$ cat src/cpc_ram_pkg.sv
//~~~~~~~~~~~~~~~~~~~~~~~~~~~~~~~~~~~~~~~~~~~~~~~~~~~~~~~~~~~~~~~~~~~~~~~~~~~
// 512K RAM expansion shared definitions
// Bank select layout, mapping scheme opcodes, write-cycle FSM states
//~~~~~~~~~~~~~~~~~~~~~~~~~~~~~~~~~~~~~~~~~~~~~~~~~~~~~~~~~~~~~~~~~~~~~~~~~~~
package cpc_ram_pkg;

  // Block switching schemes, value of data bits 2:0 on a bank select write
  typedef enum logic [2:0] {
    SCH_BASE     = 3'b000,  // Base RAM only, shadow writes to top quadrant
    SCH_HI_BLOCK = 3'b001,  // Top quadrant from expansion block 3
    SCH_FLAT     = 3'b010,  // Whole 64K from expansion bank
    SCH_C3       = 3'b011,  // Top quadrant block 3, 0x4000 remapped to shadow block 3
    SCH_LO_B0    = 3'b100,  // Quadrant 1 from block 0
    SCH_LO_B1    = 3'b101,
    SCH_LO_B2    = 3'b110,
    SCH_LO_B3    = 3'b111   // Quadrant 1 from block 3
  } map_scheme_e;

  // Write cycle tracker, gray coded
  typedef enum logic [1:0] {
    IDLE = 2'b00,
    T1   = 2'b01,  // Wait here while READY is low
    T2   = 2'b11,
    WEND = 2'b10   // Same as IDLE, last cycle of a write
  } wr_state_e;

  // Bank select register contents, data bits 5:0 of the I/O write
  typedef struct packed {
    logic [2:0]  bank;    // One of eight 64K banks
    map_scheme_e scheme;  // Block switching scheme in that bank
  } bank_cfg_t;

  // Bank that holds the shadow copy of base RAM
  localparam logic [2:0] SHADOW_BANK = 3'd7;

  // Data bits 7:6 marking a bank select write
  localparam logic [1:0] BANK_TAG = 2'b11;

  // Width of the high RAM address, bank plus block
  localparam int RAM_ADR_W = 5;

endpackage

$ cat src/bank_select_reg.sv
//~~~~~~~~~~~~~~~~~~~~~~~~~~~~~~~~~~~~~~~~~~~~~~~~~~~~~~~~~~~~~~~~~~~~~~~~~~~
// Bank select register
// Decodes I/O writes with A15 low and tag 11 in bits 7:6, holds bank and scheme
//~~~~~~~~~~~~~~~~~~~~~~~~~~~~~~~~~~~~~~~~~~~~~~~~~~~~~~~~~~~~~~~~~~~~~~~~~~~
`timescale 1ns/1ps

module bank_select_reg (
  input  logic                   clk,
  input  logic                   reset_b,
  input  logic                   iorq_b,
  input  logic                   wr_b,
  input  logic                   adr15,
  input  logic [7:0]             data,
  output cpc_ram_pkg::bank_cfg_t bank_cfg
);

  import cpc_ram_pkg::*;

  logic bank_wr;  // I/O write aimed at the bank register

  // Gate array shares the port range, A15 low plus tag picks this register
  assign bank_wr = !iorq_b && !wr_b && !adr15 && (data[7:6] == BANK_TAG);

  always_ff @(posedge clk) begin
    if (!reset_b) begin
      bank_cfg.bank   <= 3'd0;
      bank_cfg.scheme <= SCH_BASE;  // Power up with base RAM only
    end else if (bank_wr) begin
      bank_cfg.bank   <= data[5:3];                  // ccc
      bank_cfg.scheme <= map_scheme_e'(data[2:0]);   // bbb
    end
  end

endmodule

$ cat src/write_cycle_ctrl.sv
//~~~~~~~~~~~~~~~~~~~~~~~~~~~~~~~~~~~~~~~~~~~~~~~~~~~~~~~~~~~~~~~~~~~~~~~~~~~
// Memory write cycle tracker
// Finds Z80 memory cycle starts, latches A15, times writes against READY
//~~~~~~~~~~~~~~~~~~~~~~~~~~~~~~~~~~~~~~~~~~~~~~~~~~~~~~~~~~~~~~~~~~~~~~~~~~~
`timescale 1ns/1ps

module write_cycle_ctrl (
  input  logic clk,
  input  logic reset_b,
  input  logic mreq_b,
  input  logic rfsh_b,
  input  logic rd_b,
  input  logic ready,
  input  logic adr15,
  output logic mem_act,
  output logic cyc_start,
  output logic mwr_cyc,
  output logic adr15_lat
);

  import cpc_ram_pkg::*;

  logic      mreq_b_q;   // MREQ* one edge back
  logic      ready_q;    // Sampled READY
  logic      adr15_q;    // A15 held from the last start
  wr_state_e state_q;
  wr_state_e state_nxt;

  // Real memory access, refresh cycles excluded
  assign mem_act = !mreq_b && rfsh_b;

  // MREQ* falling with RD* high, so a write (or a read still to come)
  assign cyc_start = !mreq_b && mreq_b_q && rfsh_b && rd_b;

  // Live A15 on the start cycle, held value after that
  assign adr15_lat = cyc_start ? adr15 : adr15_q;

  always_ff @(posedge clk) begin
    if (!reset_b) begin
      mreq_b_q <= 1'b1;
      ready_q  <= 1'b1;  // Not stalled out of reset
      adr15_q  <= 1'b0;
    end else begin
      mreq_b_q <= mreq_b;
      ready_q  <= ready;
      if (cyc_start)
        adr15_q <= adr15;  // Hold A15 for the rest of the cycle
    end
  end

  // Next state
  always_comb begin
    state_nxt = state_q;
    case (state_q)
      IDLE:    state_nxt = cyc_start ? T1 : IDLE;
      T1:      state_nxt = ready_q ? T2 : T1;  // Stretch while wait states last
      T2:      state_nxt = WEND;
      WEND:    state_nxt = cyc_start ? T1 : IDLE;  // Back to back cycles allowed
      default: state_nxt = IDLE;
    endcase
  end

  always_ff @(posedge clk) begin
    if (!reset_b)
      state_q <= IDLE;
    else
      state_q <= state_nxt;
  end

  // Write window, covers the wait states and one more cycle
  assign mwr_cyc = (state_q == T1) || (state_q == T2);

endmodule

$ cat src/ram_mapper.sv
//~~~~~~~~~~~~~~~~~~~~~~~~~~~~~~~~~~~~~~~~~~~~~~~~~~~~~~~~~~~~~~~~~~~~~~~~~~~
// Partial shadow address mapper, 464 overdrive always on
// Picks expansion RAM select, high address and A15 overdrive per quadrant
//~~~~~~~~~~~~~~~~~~~~~~~~~~~~~~~~~~~~~~~~~~~~~~~~~~~~~~~~~~~~~~~~~~~~~~~~~~~
`timescale 1ns/1ps

module ram_mapper (
  input  cpc_ram_pkg::bank_cfg_t             bank_cfg,
  input  logic                               adr15_lat,
  input  logic                               adr14,
  input  logic                               wr_b,
  input  logic                               mwr_cyc,
  output logic                               ramcs_sel_b,
  output logic [cpc_ram_pkg::RAM_ADR_W-1:0]  ramadrhi,
  output logic                               exp_ram,
  output logic                               adr15_force
);

  import cpc_ram_pkg::*;

  logic [1:0] quad;         // Address quadrant, 16K each
  logic [2:0] eff_bank;     // Bank after shadow aliasing
  logic [2:0] scheme_code;  // Raw scheme bits
  logic       hit;          // Access goes to the expansion bank
  logic       c3_remap;     // Mode C3 read of 0x4000 from shadow block 3
  logic [1:0] blk;          // Expansion block on a hit
  logic       shadow_wr_b;  // Write to top quadrant, copied into shadow bank

  assign quad        = {adr15_lat, adr14};
  assign scheme_code = bank_cfg.scheme;

  // Bank 7 holds the shadow copy, so it aliases onto bank 6
  assign eff_bank = (bank_cfg.bank == SHADOW_BANK) ? {bank_cfg.bank[2:1], 1'b0}
                                                   : bank_cfg.bank;

  assign shadow_wr_b = !(!wr_b && (quad == 2'b11));

  // Scheme decode
  always_comb begin
    hit      = 1'b0;
    c3_remap = 1'b0;
    blk      = quad;
    case (bank_cfg.scheme)
      SCH_BASE: ;  // Nothing from the expansion
      SCH_HI_BLOCK: begin
        hit = (quad == 2'b11);
        blk = 2'b11;
      end
      SCH_FLAT:     hit = 1'b1;  // Block follows the quadrant
      SCH_C3: begin
        hit      = (quad == 2'b11);
        c3_remap = (quad == 2'b01);
        blk      = 2'b11;
      end
      SCH_LO_B0, SCH_LO_B1, SCH_LO_B2, SCH_LO_B3: begin
        hit = (quad == 2'b01);
        blk = scheme_code[1:0];  // Low scheme bits pick the block
      end
      default: ;
    endcase
  end

  // Select and high address
  always_comb begin
    if (hit) begin
      exp_ram     = 1'b1;
      ramcs_sel_b = 1'b0;
      ramadrhi    = {eff_bank, blk};
    end else if (c3_remap) begin
      exp_ram     = 1'b0;  // Shadow copy of base block 3, not an expansion hit
      ramcs_sel_b = 1'b0;
      ramadrhi    = {SHADOW_BANK, 2'b11};
    end else begin
      exp_ram     = 1'b0;
      ramcs_sel_b = shadow_wr_b;           // Only top quadrant writes reach the shadow
      ramadrhi    = {SHADOW_BANK, quad};
    end
  end

  // Mode C3 write to 0x4000 lands at 0xC000 in base RAM on a 464
  assign adr15_force = (bank_cfg.scheme == SCH_C3) && !adr15_lat && adr14 && mwr_cyc;

endmodule

$ cat src/ram512k_top.sv
//~~~~~~~~~~~~~~~~~~~~~~~~~~~~~~~~~~~~~~~~~~~~~~~~~~~~~~~~~~~~~~~~~~~~~~~~~~~
// 512K RAM expansion top level
// Bank register, write tracker and mapper, plus the RAM and force strobes
//~~~~~~~~~~~~~~~~~~~~~~~~~~~~~~~~~~~~~~~~~~~~~~~~~~~~~~~~~~~~~~~~~~~~~~~~~~~
`timescale 1ns/1ps

module ram512k_top (
  input  logic                               clk,
  input  logic                               reset_b,
  input  logic                               mreq_b,
  input  logic                               iorq_b,
  input  logic                               rfsh_b,
  input  logic                               wr_b,
  input  logic                               rd_b,
  input  logic                               ramrd_b,
  input  logic                               ready,
  input  logic                               adr15,
  input  logic                               adr14,
  input  logic [7:0]                         data,
  output logic                               ramdis,
  output logic                               ramcs_b,
  output logic [cpc_ram_pkg::RAM_ADR_W-1:0]  ramadrhi,
  output logic                               ramoe_b,
  output logic                               ramwe_b,
  output logic                               rd_force,
  output logic                               adr15_force
);

  import cpc_ram_pkg::*;

  bank_cfg_t bank_cfg;     // Current bank and scheme
  logic      mem_act;      // Memory access, no refresh
  logic      mwr_cyc;      // Write window
  logic      adr15_lat;    // A15 for this cycle
  logic      ramcs_sel_b;  // Mapper wants the expansion RAM
  logic      exp_ram;      // Expansion bank hit

  bank_select_reg u_bank_select_reg (
    .clk      (clk),
    .reset_b  (reset_b),
    .iorq_b   (iorq_b),
    .wr_b     (wr_b),
    .adr15    (adr15),
    .data     (data),
    .bank_cfg (bank_cfg)
  );

  write_cycle_ctrl u_write_cycle_ctrl (
    .clk       (clk),
    .reset_b   (reset_b),
    .mreq_b    (mreq_b),
    .rfsh_b    (rfsh_b),
    .rd_b      (rd_b),
    .ready     (ready),
    .adr15     (adr15),
    .mem_act   (mem_act),
    .cyc_start (),
    .mwr_cyc   (mwr_cyc),
    .adr15_lat (adr15_lat)
  );

  ram_mapper u_ram_mapper (
    .bank_cfg    (bank_cfg),
    .adr15_lat   (adr15_lat),
    .adr14       (adr14),
    .wr_b        (wr_b),
    .mwr_cyc     (mwr_cyc),
    .ramcs_sel_b (ramcs_sel_b),
    .ramadrhi    (ramadrhi),
    .exp_ram     (exp_ram),
    .adr15_force (adr15_force)
  );

  assign ramwe_b  = wr_b;                    // Write strobe straight from the CPU
  assign ramoe_b  = ramrd_b || mwr_cyc;      // No output drive during a write
  assign rd_force = exp_ram && mwr_cyc;      // Hold off base RAM on expansion writes
  assign ramdis   = !ramcs_sel_b;            // Internal RAM off whenever we answer
  assign ramcs_b  = ramcs_sel_b || !mem_act;

endmodule

$ cat config.mk
export PLATFORM = sky130hd
export DESIGN_NAME = ram512k_top
export DESIGN_NICKNAME = d
export VERILOG_FILES = /design/src/cpc_ram_pkg.sv /design/src/bank_select_reg.sv /design/src/write_cycle_ctrl.sv /design/src/ram_mapper.sv /design/src/ram512k_top.sv
export SDC_FILE = /design/constraint.sdc
export NUM_CORES = 1
export LEC_CHECK = 0
export ABC_AREA = 1
export ABC_CLOCK_PERIOD_IN_PS = 1150
export BUFFER_PORTS_ARGS = -buffer_cell sky130_fd_sc_hd__buf_2
export CAP_MARGIN = 20
export CORE_MARGIN = 3
export CORE_UTILIZATION = 39
export CTS_CLUSTER_SIZE = 14
export DETAILED_ROUTE_END_ITERATION = 6
export PLACE_DENSITY_LB_ADDON = 0.08
export SYNTH_ARGS = -nofsm -noshare
export SYNTH_HDL_FRONTEND = slang
export SYNTH_SLANG_ARGS = --single-unit
export TNS_END_PERCENT = 30
$ cat constraint.sdc
create_clock -name clk -period 1.15 [get_ports clk]
set_input_delay 0.1725 -clock clk [delete_from_list [all_inputs] [get_ports clk]]
set_output_delay 0.1725 -clock clk [all_outputs]
set_load 0.05 [all_outputs]
# After elaboration in Yosys (flattened, before gate mapping)
# Index checks and enable logic that the tools add are counted.
# totals
mem_bits_ro	0
latch_bits	0
n_memories	0
ff_bits	11
ramBits	0
elab_cells	60
inputBits	19
# classes
add_sub_neg	0
mul	0
div_mod_pow	0
bitwise	0
n_eq_ne	14
shifts	0
reduce_logical	27
n_lt_le_gt_ge	0
mux	13
# op_table
cell	count
== test 3 bit (second input constant)	5
logical AND 1 bit	12
== test 2 bit (second input constant)	4
zero test 1 bit	8
2-to-1 mux 1 bit	7
== test 3 x 2 -> 1 bit (second input constant)	2
one-hot mux 2 bit (3 select lines)	1
2-to-1 mux 5 bit	1
== test 2 x 1 -> 1 bit (second input constant)	2
2-to-1 mux 2 bit	2
one-hot mux 2 bit (2 select lines)	1
OR reduction 2 bit	2
OR reduction 4 bit	1
== test 3 x 1 -> 1 bit (second input constant)	1
logical OR 1 bit	3
one-hot mux 1 bit (3 select lines)	1
zero test 2 bit	1

# Depth between registers and ports, before layout
# depth
depth_word	11
ltp_mapped	10
depth_no_buf	10

# Hierarchy
# Synthesis repeated with hierarchy kept, for this count alone.
# hier_totals
hier_cells	117
area_unflattened_um2	713.2
# modules_own_cells
mod	area_per_inst_um2	cells_per_inst	instances	seq_area_each_um2
bank_select_reg	289.0	41	1	120.1
write_cycle_ctrl	212.7	28	1	100.1
ram_mapper	177.7	40	1	0.0
ram512k_top	33.8	8	1	0.0

# Worst setup path before layout
# OpenSTA, ideal clock, no wires.
# synth_path
path_type	reg2out
from	reg u_write_cycle_ctrl.mreq_b_q
to	out rd_force
t_arrival_ns	1.473
stages_incl_launch_ff	9
setup_slack_ns	-0.495
n_path_buf	0
required_time_ns	0.978
cell_sequence	dfxtp_1 nand2_1 inv_1 nand3_2 nand2_4 nand2_2 nand2_2 nand3_2 nor2_1
# synth_between
elab_chain_cells	8
word_cells_on_any_way	9
# synth_rtl
item	line	text
start: declaration	write_cycle_ctrl.sv:23	logic mreq_b_q;
start signal: assignment	write_cycle_ctrl.sv:44	mreq_b_q <= mreq_b;
logical AND 1 bit (*) (3 in series)	write_cycle_ctrl.sv:33	assign cyc_start = !mreq_b && mreq_b_q && rfsh_b && rd_b;
2-to-1 mux 1 bit (*)	write_cycle_ctrl.sv:36	assign adr15_lat = cyc_start ? adr15 : adr15_q;
== test 2 x 1 -> 1 bit or == test 2 bit (tied branches)	ram_mapper.sv:56, ram_mapper.sv:46, ram_mapper.sv:51	
one-hot mux 1 bit (3 select lines) (*)	ram_mapper.sv:43	case (bank_cfg.scheme)
2-to-1 mux 1 bit (*)	ram_mapper.sv:65	if (hit) begin
logical AND 1 bit (*)	ram512k_top.sv:76	assign rd_force = exp_ram && mwr_cyc;
end: declaration	ram512k_top.sv:25	output logic rd_force,
# Mark *: on every way between the ends. The rest lies on a longest branch, timed or not.

# Worst setup path in the final report
# layout_path
from	reg u_write_cycle_ctrl.mreq_b_q
to	out ramcs_b
# layout_between
elab_chain_cells	10
word_cells_on_any_way	13
# layout_rtl
item	line	text
logical AND 1 bit (*) (3 in series)	write_cycle_ctrl.sv:33	
2-to-1 mux 1 bit (*)	write_cycle_ctrl.sv:36	
== test 2 bit	ram_mapper.sv:36, ram_mapper.sv:46, ram_mapper.sv:51	
logical AND 1 bit	ram_mapper.sv:36	assign shadow_wr_b = !(!wr_b && (quad == 2'b11));
zero test 1 bit	ram_mapper.sv:36	
2-to-1 mux 1 bit	ram_mapper.sv:69	end else if (c3_remap) begin
2-to-1 mux 1 bit (*)	ram_mapper.sv:65	
logical OR 1 bit (*)	ram512k_top.sv:78	assign ramcs_b = ramcs_sel_b || !mem_act;
end: declaration	ram512k_top.sv:21	output logic ramcs_b,
# Marks and branches as above.

==> results by group <==
Status
  – Status: finished, violations left
  – Failing checks: setup timing

Die
  – Initial core utilization: 0.449
  – Width of the die: around 46 µm
  – Die ar.: between 2000 and 2500 µm²
  – CORE AREA: around 1400 µm²
  – Site row count: 13
  – Number of I/O pins: 30
  – Die Span Y: approximately 46 µm

Power
  – Switch share: 0.319
  – Peak VDD IR: about 0.00076 V
  – Seq pwr share: 0.416
  – NetSw: 0.000306 W
  – Comb pwr share: 0.317
  – Clock power frac: 0.267
  – Static Leak: approximately 0.52 nW
  – Cell Pwr Density: 859 nW/µm²
  – Pint: approximately 0.00065 W

Worst hold path
  – Hold Path Class: in -> reg
  – Hold depth: 2

Placement
  – Pre-CTS WS: -396 ps
  – GP Congestion: ~0.84
  – Dpl cells: 145
  – IO Port Bufs: 29
  – DPL Wire Length: 1.22 mm
  – Placed inst area: roughly 950 µm²

Worst setup path
  – Crit path max fanout: 6
  – Crit Path Category: reg -> out
  – Crit-path cells: nand2_2 -> inv_4 -> nand2_4 -> nand2_4 -> nand2_4 -> nand2_2 -> nand2_2 -> nand3_4 -> nand2_8 -> nand2_8 -> buf_8
  – Max incr delay on CP: roughly 320 ps
  – CP startpoint kind: flip-flop
  – WP data required: 980 ps
  – Critical Path Slowest Stage Cell: dfxtp_2
  – Crit. End Element: primary output
  – Worst Path Arrival: ~1500 ps
  – Reg2reg path depth: 9

STA
  – Max Slew Vio Count: 0
  – Worst clock skew: between 0.07 and 0.08 ps
  – Period utilization: 1.45
  – RSZ-0062 raised after global routing: true
  – Final Hold Vio Count: 0
  – Final setup viols: 10
  – Fmax: about 600 MHz
  – Final min period: about 1700 ps
  – Hold Slack: around 93 ps
  – Worst slew pin tran: 243 ps
  – Worst setup margin: -520 ps
  – Slew HR: 0.837

Synth
  – Synth area leader: dfxtp_1
  – Top cells by count, synth: nand2_1, inv_1, dfxtp_1
  – Synthesized area: 636 µm²
  – Post-synthesis average cell area: 6.91 µm²
  – YS warnings: 0
  – Area contributors post-synth: dfxtp_1, nand2_1, inv_1
  – Net Count, Synth: between 100 and 150
  – Syn Inst Count: 92
  – Seq/Total Area, Yosys: 0.346
  – Most common cell in the netlist: nand2_1
  – Number of flops mapped to enable cells by yosys: 0
  – Synth top area share: 0.346
  – Yosys reg bits: 11
  – Synth cell types: 18
  – Post-synth ARST share: 0
  – Prevailing post-synth register cell: dfxtp_1

Clocking
  – Root buffer cell: clkbuf_4
  – Clock Latency Late Sink: roughly 260 ps
  – CTS clk-pin slew, worst paths: 60 ps
  – H-tree depth: 1
  – Number of buffers created by CTS: 3
  – Clk buf depth: 2
  – CTS sink cnt: 11
  – CTS tree: done
  – CTS Hold Bufs: 0

Cells and area
  – Share of cells above drive strength 1: 0.577
  – Finished Cell Area: ~1100 µm²
  – Post-layout nets: 157
  – Fin util: 0.790
  – Finished Layout Cells: about 150
  – Ant diodes: 0
  – Area Overhead vs Synth: 76.0%

Global route
  – First-pass GRT wire length: 2.57 mm
  – GRT overflow: 0
  – Largest net degree at the start of global routing: 13
  – Global-route usage over all layers: 0.169
  – Vias in the first global route: between 600 and 700
  – Antenna violations before repair: 0

Detailed routing
  – Final wirelength: between 1.5 and 2 mm
  – DRT Pass-1 Iters: 4
  – Routed len/inst: around 11 µm
  – Drc violations: 0
  – Vias: around 730
  – ANT nets after route: 0
  – Vias per inst: approximately 4.8
  – First-iteration detailed-routing DRC count: 21

Flow run
  – Max_cap viols: 0
[final timing paths]
path	from	to	slack, ps
max reg2reg	u_write_cycle_ctrl.mreq_b_q	u_write_cycle_ctrl.adr15_q	10
min	ready	u_write_cycle_ctrl.ready_q	90
max	u_write_cycle_ctrl.mreq_b_q	ramcs_b	-520
min reg2reg	u_bank_select_reg.bank_cfg[3]	u_bank_select_reg.bank_cfg[3]	460
[area by class of cell]
cell class,instances,area (µm²)
Fill cell,104,297
Inverter,15,61.3
Clock buffer,4,26.3
Sequential cell,11,221
Multi-Input combinational cell,63,452
Tap cell,15,18.8
Timing Repair Buffer,44,339
[cell usage in the layout, fill, tap and decap left out]
cell and n:
nand2_1 8, nand3_4 2, buf_2 19, nor2_1 3, inv_4 2, or2_2 3, nand2_8 2, a31oi_4 1
buf_4 15, inv_2 1, nor3_1 3, nor2_4 3, dfxtp_1 10, dfxtp_2 1, nor2_2 2, nand3_2 2
buf_8 5, o21ai_0 7, nand2_4 5, clkbuf_4 3, buf_6 5, clkbuf_1 1, inv_1 12, a21oi_1 7
nand3_1 6, a22oi_1 1, nand2_2 8
[per-layer routing]
layer	GRT usage	wire length (µm)	vias up
li1	-	-	379
met1	0.222	666	321
met2	0.255	799	23
met3	0.0156	92	6
met4	0.119	57	0
met5	0	0	-
[cells by family after synthesis]
| logic type | after synthesis | share of synthesized area |
|---|---|---|
| flip-flops | 11 | 0.346 |
| AO/OA/AOI/OAI | 16 | 0.132 |
| buffers and inverters | 18 | 0.120 |
| AND/OR/NAND/NOR | 47 | 0.402 |
[flip-flops by register name, summed over array words and instances, names as in the netlist]
register,cells
u_write_cycle_ctrl.adr15_q,1
u_write_cycle_ctrl.state_q,2
u_bank_select_reg.bank_cfg,6
u_write_cycle_ctrl.ready_q,1
u_write_cycle_ctrl.mreq_b_q,1
[power groups by stage]
stage	Sequential (W)	Combinational [W]	Clock (W)
6_report	0.000400	0.000305	0.000256
5_1_grt	0.000401	0.000327	0.000279
4_1_cts	0.000399	0.000292	0.000264
3_5_place_dp	0.000408	0.000253	0
3_3_place_gp	0.000408	0.000249	0
2_1_floorplan	0.000406	0.000172	0
[worst max-delay path, delay by kind of cell (launching register included)]
family / cells / cell delay [ps]
and+or+nand+nor: 9 / 730
buffers and inverters: 2 / 190
DFF: 1 / 320
[per-stage QoR]
| step | TNS (ps) | total power (W) |
|---|---|---|
| after global placement | -2480 | 0.000656 |
| after CTS | -4380 | 0.000956 |
| after floorplan | -1080 | 0.000577 |
| after global routing | -5070 | 0.00101 |
| after detailed placement | -2860 | 0.000661 |
| final | -4210 | 0.000961 |
[repair_timing]
item,in CTS,in global routing
pin swaps,4,7
resized for setup,28,8
endpoints found under the setup margin,10,10
buffers inserted,1,2
No activity file was read; power rests on OpenSTA's default activity.
